==> src/qla_pkg.sv <==
// shared widths and encodings; address decode covers only chan 7:4 and offset 3:0, bits 15:8 ignored
package qla_pkg;

    // ------------------------------
    // bus and field widths
    // ------------------------------
    localparam int REG_ADDR_W = 16;     // register address
    localparam int REG_DATA_W = 32;     // register data
    localparam int CUR_W      = 16;     // current command / feedback magnitude
    localparam int CHAN_W     = 4;      // channel field, 0 = board, 1..15 = axes
    localparam int OFF_W      = 4;      // offset field within a channel
    localparam int BOARD_ID_W = 4;      // rotary switch id

    typedef logic [REG_ADDR_W-1:0] reg_addr_t;
    typedef logic [REG_DATA_W-1:0] reg_data_t;
    typedef logic [CUR_W-1:0]      cur_t;
    typedef logic [CHAN_W-1:0]     chan_t;

    // address layout: addr[7:4] channel, addr[3:0] offset
    localparam int CHAN_LSB = 4;
    localparam int OFF_LSB  = 0;

    // status word: board id in 27:24, amp disable per axis in 1..NUM_CHAN
    localparam int STATUS_ID_LSB = 24;

    // ------------------------------
    // register offsets
    // ------------------------------
    typedef enum logic [OFF_W-1:0] {
        OFF_ADC_DATA = 4'd0,            // axis feedback readback
        OFF_DAC_CTRL = 4'd1             // axis command write / readback
    } reg_offset_e;

    // board channel reuses offset 0 for status / clear
    localparam reg_offset_e OFF_BOARD_STATUS = OFF_ADC_DATA;

    // per-axis safety latch
    typedef enum logic {
        SAFE_OK      = 1'b0,
        SAFE_TRIPPED = 1'b1
    } safety_state_e;

    // channel number out of a register address
    function automatic chan_t addr_chan(input reg_addr_t addr);
        return addr[CHAN_LSB +: CHAN_W];
    endfunction

    // offset field of a register address, as the enum
    function automatic reg_offset_e addr_off(input reg_addr_t addr);
        return reg_offset_e'(addr[OFF_LSB +: OFF_W]);
    endfunction

endpackage

==> src/dac_cmd_regs.sv <==
// command regs for axes 1..NUM_CHAN; low 16 bits of wdata kept, upper bits dropped, no block writes
module dac_cmd_regs #(
    parameter int NUM_CHAN = 4              // axes present, 1..15
) (
    input  logic                               sysclk,
    input  logic                               reset,
    input  logic                               reg_wen,     // single-cycle write strobe
    input  qla_pkg::reg_addr_t                 reg_waddr,
    input  qla_pkg::reg_data_t                 reg_wdata,
    output logic [NUM_CHAN*qla_pkg::CUR_W-1:0] cur_cmd      // axis n in slice n-1
);

    // ------------------------------
    // write decode
    // ------------------------------
    qla_pkg::chan_t       wr_chan;      // channel field of write address
    qla_pkg::reg_offset_e wr_off;       // offset field of write address
    logic                 wr_dac;       // write aimed at a dac ctrl offset

    assign wr_chan = qla_pkg::addr_chan(reg_waddr);
    assign wr_off  = qla_pkg::addr_off(reg_waddr);
    assign wr_dac  = reg_wen && (wr_off == qla_pkg::OFF_DAC_CTRL);

    // ------------------------------
    // command storage
    // ------------------------------
    // new value visible the cycle after the write strobe
    always_ff @(posedge sysclk) begin
        if (reset) begin
            cur_cmd <= '0;                              // all axes commanded to zero
        end else begin
            for (int i = 0; i < NUM_CHAN; i++) begin
                // channel 0 never matches, it is the board channel
                if (wr_dac && (wr_chan == qla_pkg::chan_t'(i + 1))) begin
                    cur_cmd[i*qla_pkg::CUR_W +: qla_pkg::CUR_W] <=
                        reg_wdata[qla_pkg::CUR_W-1:0];  // low half only
                end
            end
        end
    end

endmodule

==> src/adc_feedback_buf.sv <==
// feedback latch per axis; strobes for channel 0 or axes above NUM_CHAN are dropped silently
module adc_feedback_buf #(
    parameter int NUM_CHAN = 4              // axes present, 1..15
) (
    input  logic                               sysclk,
    input  logic                               reset,
    input  logic                               adc_strobe,  // one cycle per sample
    input  qla_pkg::chan_t                     adc_chan,    // axis the sample belongs to
    input  qla_pkg::cur_t                      adc_data,    // unsigned magnitude
    output logic [NUM_CHAN*qla_pkg::CUR_W-1:0] cur_fb,      // latest sample, axis n in n-1
    output logic [NUM_CHAN-1:0]                fb_update    // one-cycle pulse per new sample
);

    // ------------------------------
    // per-axis hit decode
    // ------------------------------
    logic [NUM_CHAN-1:0] hit;           // strobe lands on this axis

    always_comb begin
        hit = '0;
        for (int i = 0; i < NUM_CHAN; i++) begin
            hit[i] = adc_strobe && (adc_chan == qla_pkg::chan_t'(i + 1));
        end
    end

    // ------------------------------
    // sample store and update pulse
    // ------------------------------
    // both show up one cycle after the strobe, same cycle
    always_ff @(posedge sysclk) begin
        if (reset) begin
            cur_fb    <= '0;
            fb_update <= '0;
        end else begin
            fb_update <= hit;                           // drops again next cycle
            for (int i = 0; i < NUM_CHAN; i++) begin
                if (hit[i]) begin
                    cur_fb[i*qla_pkg::CUR_W +: qla_pkg::CUR_W] <= adc_data;
                end
            end
        end
    end

    // back-to-back strobes for different axes each get their own pulse,
    // the checker for the older axis still sees its held sample

endmodule

==> src/safety_check.sv <==
// one axis over-current trip; trips after TRIP_COUNT samples with fb > 2*cmd, only a clear releases it
module safety_check #(
    parameter int TRIP_COUNT = 3            // consecutive violations to trip, >= 1
) (
    input  logic          sysclk,
    input  logic          reset,
    input  qla_pkg::cur_t cur_cmd,      // commanded current
    input  qla_pkg::cur_t cur_fb,       // latest feedback
    input  logic          fb_update,    // cur_fb is a fresh sample this cycle
    input  logic          safety_clear, // release the latch, wins over a trip
    output logic          amp_disable   // high while tripped
);

    localparam int CNT_W = $clog2(TRIP_COUNT + 1);

    qla_pkg::safety_state_e state;
    logic [CNT_W-1:0]       viol_cnt;   // consecutive over-current samples
    logic                   over_cur;   // this sample violates the limit
    logic                   last_viol;  // one more violation reaches TRIP_COUNT

    // ------------------------------
    // limit compare
    // ------------------------------
    // 17-bit compare so 2*cmd cannot wrap; equal to 2*cmd is safe
    assign over_cur  = {1'b0, cur_fb} > {cur_cmd, 1'b0};
    assign last_viol = (viol_cnt == CNT_W'(TRIP_COUNT - 1));

    // ------------------------------
    // trip FSM and counter
    // ------------------------------
    always_ff @(posedge sysclk) begin
        if (reset) begin
            state    <= qla_pkg::SAFE_OK;
            viol_cnt <= '0;
        end else if (safety_clear) begin
            state    <= qla_pkg::SAFE_OK;       // clear beats a same-cycle trip
            viol_cnt <= '0;                     // fresh run of violations needed
        end else begin
            case (state)
                qla_pkg::SAFE_OK: begin
                    if (fb_update) begin
                        if (over_cur) begin
                            viol_cnt <= viol_cnt + 1'b1;    // tops out at TRIP_COUNT
                            if (last_viol) begin
                                state <= qla_pkg::SAFE_TRIPPED;
                            end
                        end else begin
                            viol_cnt <= '0;                 // run broken
                        end
                    end
                end
                qla_pkg::SAFE_TRIPPED: begin
                    // latched, counter frozen until cleared
                end
                default: begin
                    state <= qla_pkg::SAFE_OK;
                end
            endcase
        end
    end

    // straight from the state register, strobe + 2 cycles
    assign amp_disable = (state == qla_pkg::SAFE_TRIPPED);

endmodule

==> src/board_status_regs.sv <==
// registered read mux, 1-cycle latency; unmapped offsets and channels above NUM_CHAN read 0
module board_status_regs #(
    parameter int NUM_CHAN = 4              // axes present, 1..15
) (
    input  logic                               sysclk,
    input  logic                               reset,
    input  logic [qla_pkg::BOARD_ID_W-1:0]     board_id,
    input  logic                               reg_wen,
    input  qla_pkg::reg_addr_t                 reg_waddr,
    input  qla_pkg::reg_data_t                 reg_wdata,
    input  qla_pkg::reg_addr_t                 reg_raddr,   // new address every cycle
    input  logic [NUM_CHAN*qla_pkg::CUR_W-1:0] cur_cmd,
    input  logic [NUM_CHAN*qla_pkg::CUR_W-1:0] cur_fb,
    input  logic [NUM_CHAN-1:0]                amp_disable,
    output qla_pkg::reg_data_t                 reg_rdata,
    output logic [NUM_CHAN-1:0]                safety_clear // one pulse bit per axis
);

    // ------------------------------
    // status word
    // ------------------------------
    qla_pkg::reg_data_t status_word;

    always_comb begin
        status_word = '0;                                   // bit 0 and spares stay 0
        status_word[qla_pkg::STATUS_ID_LSB +: qla_pkg::BOARD_ID_W] = board_id;
        status_word[NUM_CHAN:1] = amp_disable;              // axis n at bit n
    end

    // ------------------------------
    // read select
    // ------------------------------
    qla_pkg::chan_t       rd_chan;
    qla_pkg::reg_offset_e rd_off;
    qla_pkg::reg_data_t   rd_next;      // value for reg_rdata next cycle

    assign rd_chan = qla_pkg::addr_chan(reg_raddr);
    assign rd_off  = qla_pkg::addr_off(reg_raddr);

    always_comb begin
        rd_next = '0;
        if (rd_chan == '0) begin
            if (rd_off == qla_pkg::OFF_BOARD_STATUS) begin
                rd_next = status_word;
            end
        end else begin
            for (int i = 0; i < NUM_CHAN; i++) begin
                if (rd_chan == qla_pkg::chan_t'(i + 1)) begin
                    case (rd_off)
                        qla_pkg::OFF_ADC_DATA:                  // feedback, zero-extended
                            rd_next = qla_pkg::reg_data_t'(cur_fb[i*qla_pkg::CUR_W +:
                                                                  qla_pkg::CUR_W]);
                        qla_pkg::OFF_DAC_CTRL:                  // command, zero-extended
                            rd_next = qla_pkg::reg_data_t'(cur_cmd[i*qla_pkg::CUR_W +:
                                                                   qla_pkg::CUR_W]);
                        default: rd_next = '0;
                    endcase
                end
            end
        end
    end

    // ------------------------------
    // clear decode
    // ------------------------------
    logic status_wr;                    // write to board status register

    assign status_wr = reg_wen && (qla_pkg::addr_chan(reg_waddr) == '0) &&
                       (qla_pkg::addr_off(reg_waddr) == qla_pkg::OFF_BOARD_STATUS);

    always_ff @(posedge sysclk) begin
        if (reset) begin
            reg_rdata    <= '0;
            safety_clear <= '0;
        end else begin
            reg_rdata    <= rd_next;                            // previous cycle's address
            safety_clear <= status_wr ? reg_wdata[NUM_CHAN:1] : '0;    // wdata bit n, axis n
        end
    end

endmodule

==> src/qla_safety_top.sv <==
// current-loop safety slice on sysclk; register bus is plain strobes with no back-pressure
module qla_safety_top #(
    parameter int NUM_CHAN   = 4,           // axes present, 1..15
    parameter int TRIP_COUNT = 3            // consecutive violations to trip
) (
    input  logic                           sysclk,
    input  logic                           reset,       // sync, active high
    input  logic [qla_pkg::BOARD_ID_W-1:0] board_id,
    // register bus
    input  logic                           reg_wen,
    input  qla_pkg::reg_addr_t             reg_waddr,
    input  qla_pkg::reg_data_t             reg_wdata,
    input  qla_pkg::reg_addr_t             reg_raddr,
    output qla_pkg::reg_data_t             reg_rdata,
    // adc feedback, parallel
    input  logic                           adc_strobe,
    input  qla_pkg::chan_t                 adc_chan,
    input  qla_pkg::cur_t                  adc_data,
    // amp enables, axis n at bit n-1
    output logic [NUM_CHAN-1:0]            amp_disable
);

    logic [NUM_CHAN*qla_pkg::CUR_W-1:0] cur_cmd;    // dac commands, flattened
    logic [NUM_CHAN*qla_pkg::CUR_W-1:0] cur_fb;     // adc feedback, flattened
    logic [NUM_CHAN-1:0]                fb_update;
    logic [NUM_CHAN-1:0]                safety_clear;

    // ------------------------------
    // commands and feedback
    // ------------------------------
    dac_cmd_regs #(.NUM_CHAN(NUM_CHAN)) u_dac_cmd_regs (
        .sysclk    (sysclk),
        .reset     (reset),
        .reg_wen   (reg_wen),
        .reg_waddr (reg_waddr),
        .reg_wdata (reg_wdata),
        .cur_cmd   (cur_cmd)
    );

    adc_feedback_buf #(.NUM_CHAN(NUM_CHAN)) u_adc_feedback_buf (
        .sysclk     (sysclk),
        .reset      (reset),
        .adc_strobe (adc_strobe),
        .adc_chan   (adc_chan),
        .adc_data   (adc_data),
        .cur_fb     (cur_fb),
        .fb_update  (fb_update)
    );

    // board channel: status, clear, read mux
    board_status_regs #(.NUM_CHAN(NUM_CHAN)) u_board_status_regs (
        .sysclk       (sysclk),
        .reset        (reset),
        .board_id     (board_id),
        .reg_wen      (reg_wen),
        .reg_waddr    (reg_waddr),
        .reg_wdata    (reg_wdata),
        .reg_raddr    (reg_raddr),
        .cur_cmd      (cur_cmd),
        .cur_fb       (cur_fb),
        .amp_disable  (amp_disable),
        .reg_rdata    (reg_rdata),
        .safety_clear (safety_clear)
    );

    // ------------------------------
    // one checker per axis
    // ------------------------------
    for (genvar i = 0; i < NUM_CHAN; i++) begin : g_axis
        safety_check #(.TRIP_COUNT(TRIP_COUNT)) u_safety_check (
            .sysclk       (sysclk),
            .reset        (reset),
            .cur_cmd      (cur_cmd[i*qla_pkg::CUR_W +: qla_pkg::CUR_W]),
            .cur_fb       (cur_fb[i*qla_pkg::CUR_W +: qla_pkg::CUR_W]),
            .fb_update    (fb_update[i]),
            .safety_clear (safety_clear[i]),
            .amp_disable  (amp_disable[i])
        );
    end

endmodule

==> config.mk <==
export PLATFORM = sky130hd
export DESIGN_NAME = qla_safety_top
export DESIGN_NICKNAME = d
export VERILOG_FILES = /design/src/qla_pkg.sv /design/src/dac_cmd_regs.sv /design/src/adc_feedback_buf.sv /design/src/safety_check.sv /design/src/board_status_regs.sv /design/src/qla_safety_top.sv
export SDC_FILE = /design/constraint.sdc
export NUM_CORES = 1
export LEC_CHECK = 0
export BUFFER_PORTS_ARGS = -buffer_cell sky130_fd_sc_hd__buf_4
export CAP_MARGIN = 15
export CELL_PAD_IN_SITES_DETAIL_PLACEMENT = 0
export CELL_PAD_IN_SITES_GLOBAL_PLACEMENT = 1
export CORE_MARGIN = 2
export CORE_UTILIZATION = 43
export DETAILED_ROUTE_END_ITERATION = 6
export MAX_ROUTING_LAYER = met4
export PLACE_DENSITY = 0.77
export SLEW_MARGIN = 15
export SYNTH_ARGS = -nofsm -noshare
export SYNTH_HDL_FRONTEND = slang
export SYNTH_SLANG_ARGS = --single-unit
==> constraint.sdc <==
create_clock -name sysclk -period 2.95 [get_ports sysclk]
set_clock_uncertainty 0.15 [all_clocks]
set_input_delay 0.59 -clock sysclk [delete_from_list [all_inputs] [get_ports sysclk]]
set_output_delay 0.59 -clock sysclk [all_outputs]
set_load 0.01 [all_outputs]
==> impl_metrics.csv <==
group,metric,value,unit
yosys,syn-instance-count,1038,
clock_tree,cts_tree,"done",
floorplan,initial_core_util,0.4387,
floorplan,design.core.area,0.02023,mm2
cells_and_area,final_nets,1264,
pwr,p_seq_frac,0.463,
pwr,clkPwrFrac,0.451,
pwr,internal-power,3.743,mW
critical_path,required,3.13,ns
global_route,grt_pass1_vias,7016,
clock_tree,numCtsBuffers,17,
run_status,status,"complete, no violations",
clock_tree,clk_path_buf_depth,2,
critical_path,cp_data_arrival_time,2.56,ns
yosys,synthTopCellsByArea,"dfxtp_1 38%, mux2i_1 12%, ha_1 9.0%, nor2_1 5.5%, a21oi_1 5.0%",
route,top_layer,"met4",
hold_path,hold_path.class,"in2reg",
critical_path,critPathLaunchType,"register",
placement,dpl.hpwl,19.32,mm
global_route,grt_overflow,0,
sta,relSlewSlack,0.6396,
route,wl_met3,1.042,mm
pwr,combPwrFrac,0.087,
yosys,syn_area,0.008877,mm2
pwr,leakagePower,4.384,nW
sta,clock.fmax,0.4201,GHz
yosys,yosysTopAreaCell,"dfxtp_1",
placement,post-place-ws,0.4468,ns
sta,rsz0062_at_grt,"false",
floorplan,die_w,147.7,um
route,routedWlPerCell,18.95,um
global_route,grt_max_degree,50,
route,postRouteAntennaNets,0,
critical_path,path_buf_inv,1,
route,wl,26.36,mm
yosys,ys_warn_count,0,
pwr,irDropWorstVdd,0.4359,mV
clock_tree,clock_sinks,168,
floorplan,dieArea,0.02181,mm2
cells_and_area,diodes,0,
pwr,switching_share,0.2465,
yosys,synth_common_cells,"168 x dfxtp_1, 130 x nor2_1, 115 x nand2_1",
sta,slew_violations,0,
route,wl_met2,11.61,mm
pwr,powerDensity,480.4,mW/mm2
route,drc,0,
clock_tree,clkLatencyLatePin,0.44,ns
yosys,synth_edf_count,0,
yosys,synth_top_cell_area_share,0.3789,
placement,place_congestion,0.8726,
critical_path,crit_chain,"inv_1 -> ha_1 -> nand4b_1 -> or4_1 -> o311a_1 -> a32o_1",
sta,fin_crit,2.381,ns
sta,period_share,0.8070,
critical_path,crit_fanout,3,
yosys,syn_avg_cell_area,8.552,um2
sta,hold_ws,0.1989,ns
cells_and_area,synthToLayoutAreaGrowth,16.46,%
route,drtIter0Drc,588,
job,max_cap_violations,0,
critical_path,crit_type,"reg2reg",
sta,finalSetupTns,0,ns
route,wl_met1,13.42,mm
yosys,async_flop_share,0,
pwr,total_power,4.967,mW
yosys,synth_flop_cell,"dfxtp_1",
critical_path,end_kind,"register",
sta,setup_slack,0.5694,ns
critical_path,crit_path_top_delay_cell,"or4_1",
floorplan,core.rowCount,52,
route,drt-pass1-iter-count,5,
critical_path,crit_family,"simple AND/OR/NAND/NOR gates",
sta,hold_viol_final,0,
pwr,p_sw,1.224,mW
floorplan,io_pins,128,
floorplan,die_h,147.7,um
global_route,grt_antenna_before_repair,0,
placement,portBuffers,83,
clock_tree,cts_setup_buffers,0,
yosys,yosysSeqAreaShare,0.3789,
yosys,ys_seq_elements,168,
yosys,synth.most_common_cell,"dfxtp_1",
critical_path,cpPeakStageDelay,0.62,ns
clock_tree,cts-root-buf,"clkbuf_16",
clock_tree,path_clk_slew,0.07,ns
clock_tree,h-tree-depth,4,
route,vias_per_cell,5.426,
sta,tightest_slew,0.5383,ns
clock_tree,ctsResizeCount,0,
sta,setup_violations,0,
global_route,grt_pass1_wl,40.74,mm
global_route,grtUsageTotal,0.2526,
cells_and_area,drive_gt1_frac,0.1401,
clock_tree,holdBufCountCts,0,
route,via_count,7548,
yosys,synth_cell_types,54,
[power groups by stage]
stage / registers [mW] / logic, mW / clock network, mW
global route: 2.30 / 0.463 / 2.37
floorplan: 2.34 / 0.228 / 0
detailed placement: 2.35 / 0.425 / 0
finish: 2.30 / 0.430 / 2.24
global placement: 2.35 / 0.424 / 0
CTS: 2.30 / 0.426 / 2.26
[state kept, by name (all words and copies together), names as in the netlist]
name / count
u_adc_feedback_buf.fb_update: 4
u_board_status_regs.reg_rdata: 20
g_axis.u_safety_check.viol_cnt: 8
u_dac_cmd_regs.cur_cmd: 64
u_board_status_regs.safety_clear: 4
g_axis.u_safety_check.amp_disable: 4
u_adc_feedback_buf.cur_fb: 64
[cell families after synthesis]
group | after synthesis | synth area share
and+or+nand+nor | 315 | 0.1628
muxes | 106 | 0.1198
adders and majority gates | 64 | 0.09020
buffers and inverters | 146 | 0.07456
other | 1 | 0.0004224
AOI/OAI and AO/OA | 238 | 0.1734
DFF | 168 | 0.3789
[routing by layer]
| metal | vias to the layer above | global-route usage |
|---|---|---|
| met1 | 3591 | 0.3648 |
| met5 | - | - |
| met2 | 179 | 0.3767 |
| met3 | 18 | 0.03426 |
| li1 | 3760 | - |
| met4 | 0 | 0.05625 |
[layout by cell type (no fill, tap or decap), drive strengths merged, types with 12 or more instances in the layout]
cell type,synthesis,final
nor2,131,131
clkbuf,37,23
ha,64,64
a211oi,17,17
inv,70,70
dfxtp,168,168
buf,39,116
o21ai,40,40
a221oi,12,12
mux2i,104,104
conb,1,12
nand2,115,115
a21oi,89,89
a32o,12,12
o221ai,14,14
[layout make-up]
cell class	count	area (um2)
inverter	70	262.8
sequential	168	3363
tap	270	337.8
clock buffer	23	508.0
clock inverter	9	90.09
timing repair buffer	116	883.3
fill	1949	9896
multi-input combinational	735	4893
[metrics by stage]
step / util / instance area (um2) / cells
after global routing: 0.5109 / 10340 / 1391
after detailed placement: 0.4814 / 9741 / 1359
after floorplan: - / 8919 / 1049
after CTS: 0.5109 / 10340 / 1391
final: 0.5109 / 10340 / 1391
after global placement: 0.4814 / 9741 / 1359
[worst paths after layout]
path | start | to | slack [ns] | cells past startpoint
worst max register to register | u_dac_cmd_regs.cur_cmd[30]$_SDFFE_PP0P_ | g_axis[1].u_safety_check.viol_cnt[0]$_SDFFE_PP0P_ | 0.57 | 6
worst min register to register | u_dac_cmd_regs.cur_cmd[9]$_SDFFE_PP0P_ | u_dac_cmd_regs.cur_cmd[9]$_SDFFE_PP0P_ | 0.32 | 2
worst max-delay path | u_dac_cmd_regs.cur_cmd[30]$_SDFFE_PP0P_ | g_axis[1].u_safety_check.viol_cnt[0]$_SDFFE_PP0P_ | 0.57 | 6
worst min-delay path | board_id[3] | u_board_status_regs.reg_rdata[27]$_SDFF_PP0_ | 0.20 | 2
(Power assumes the default switching activity.)
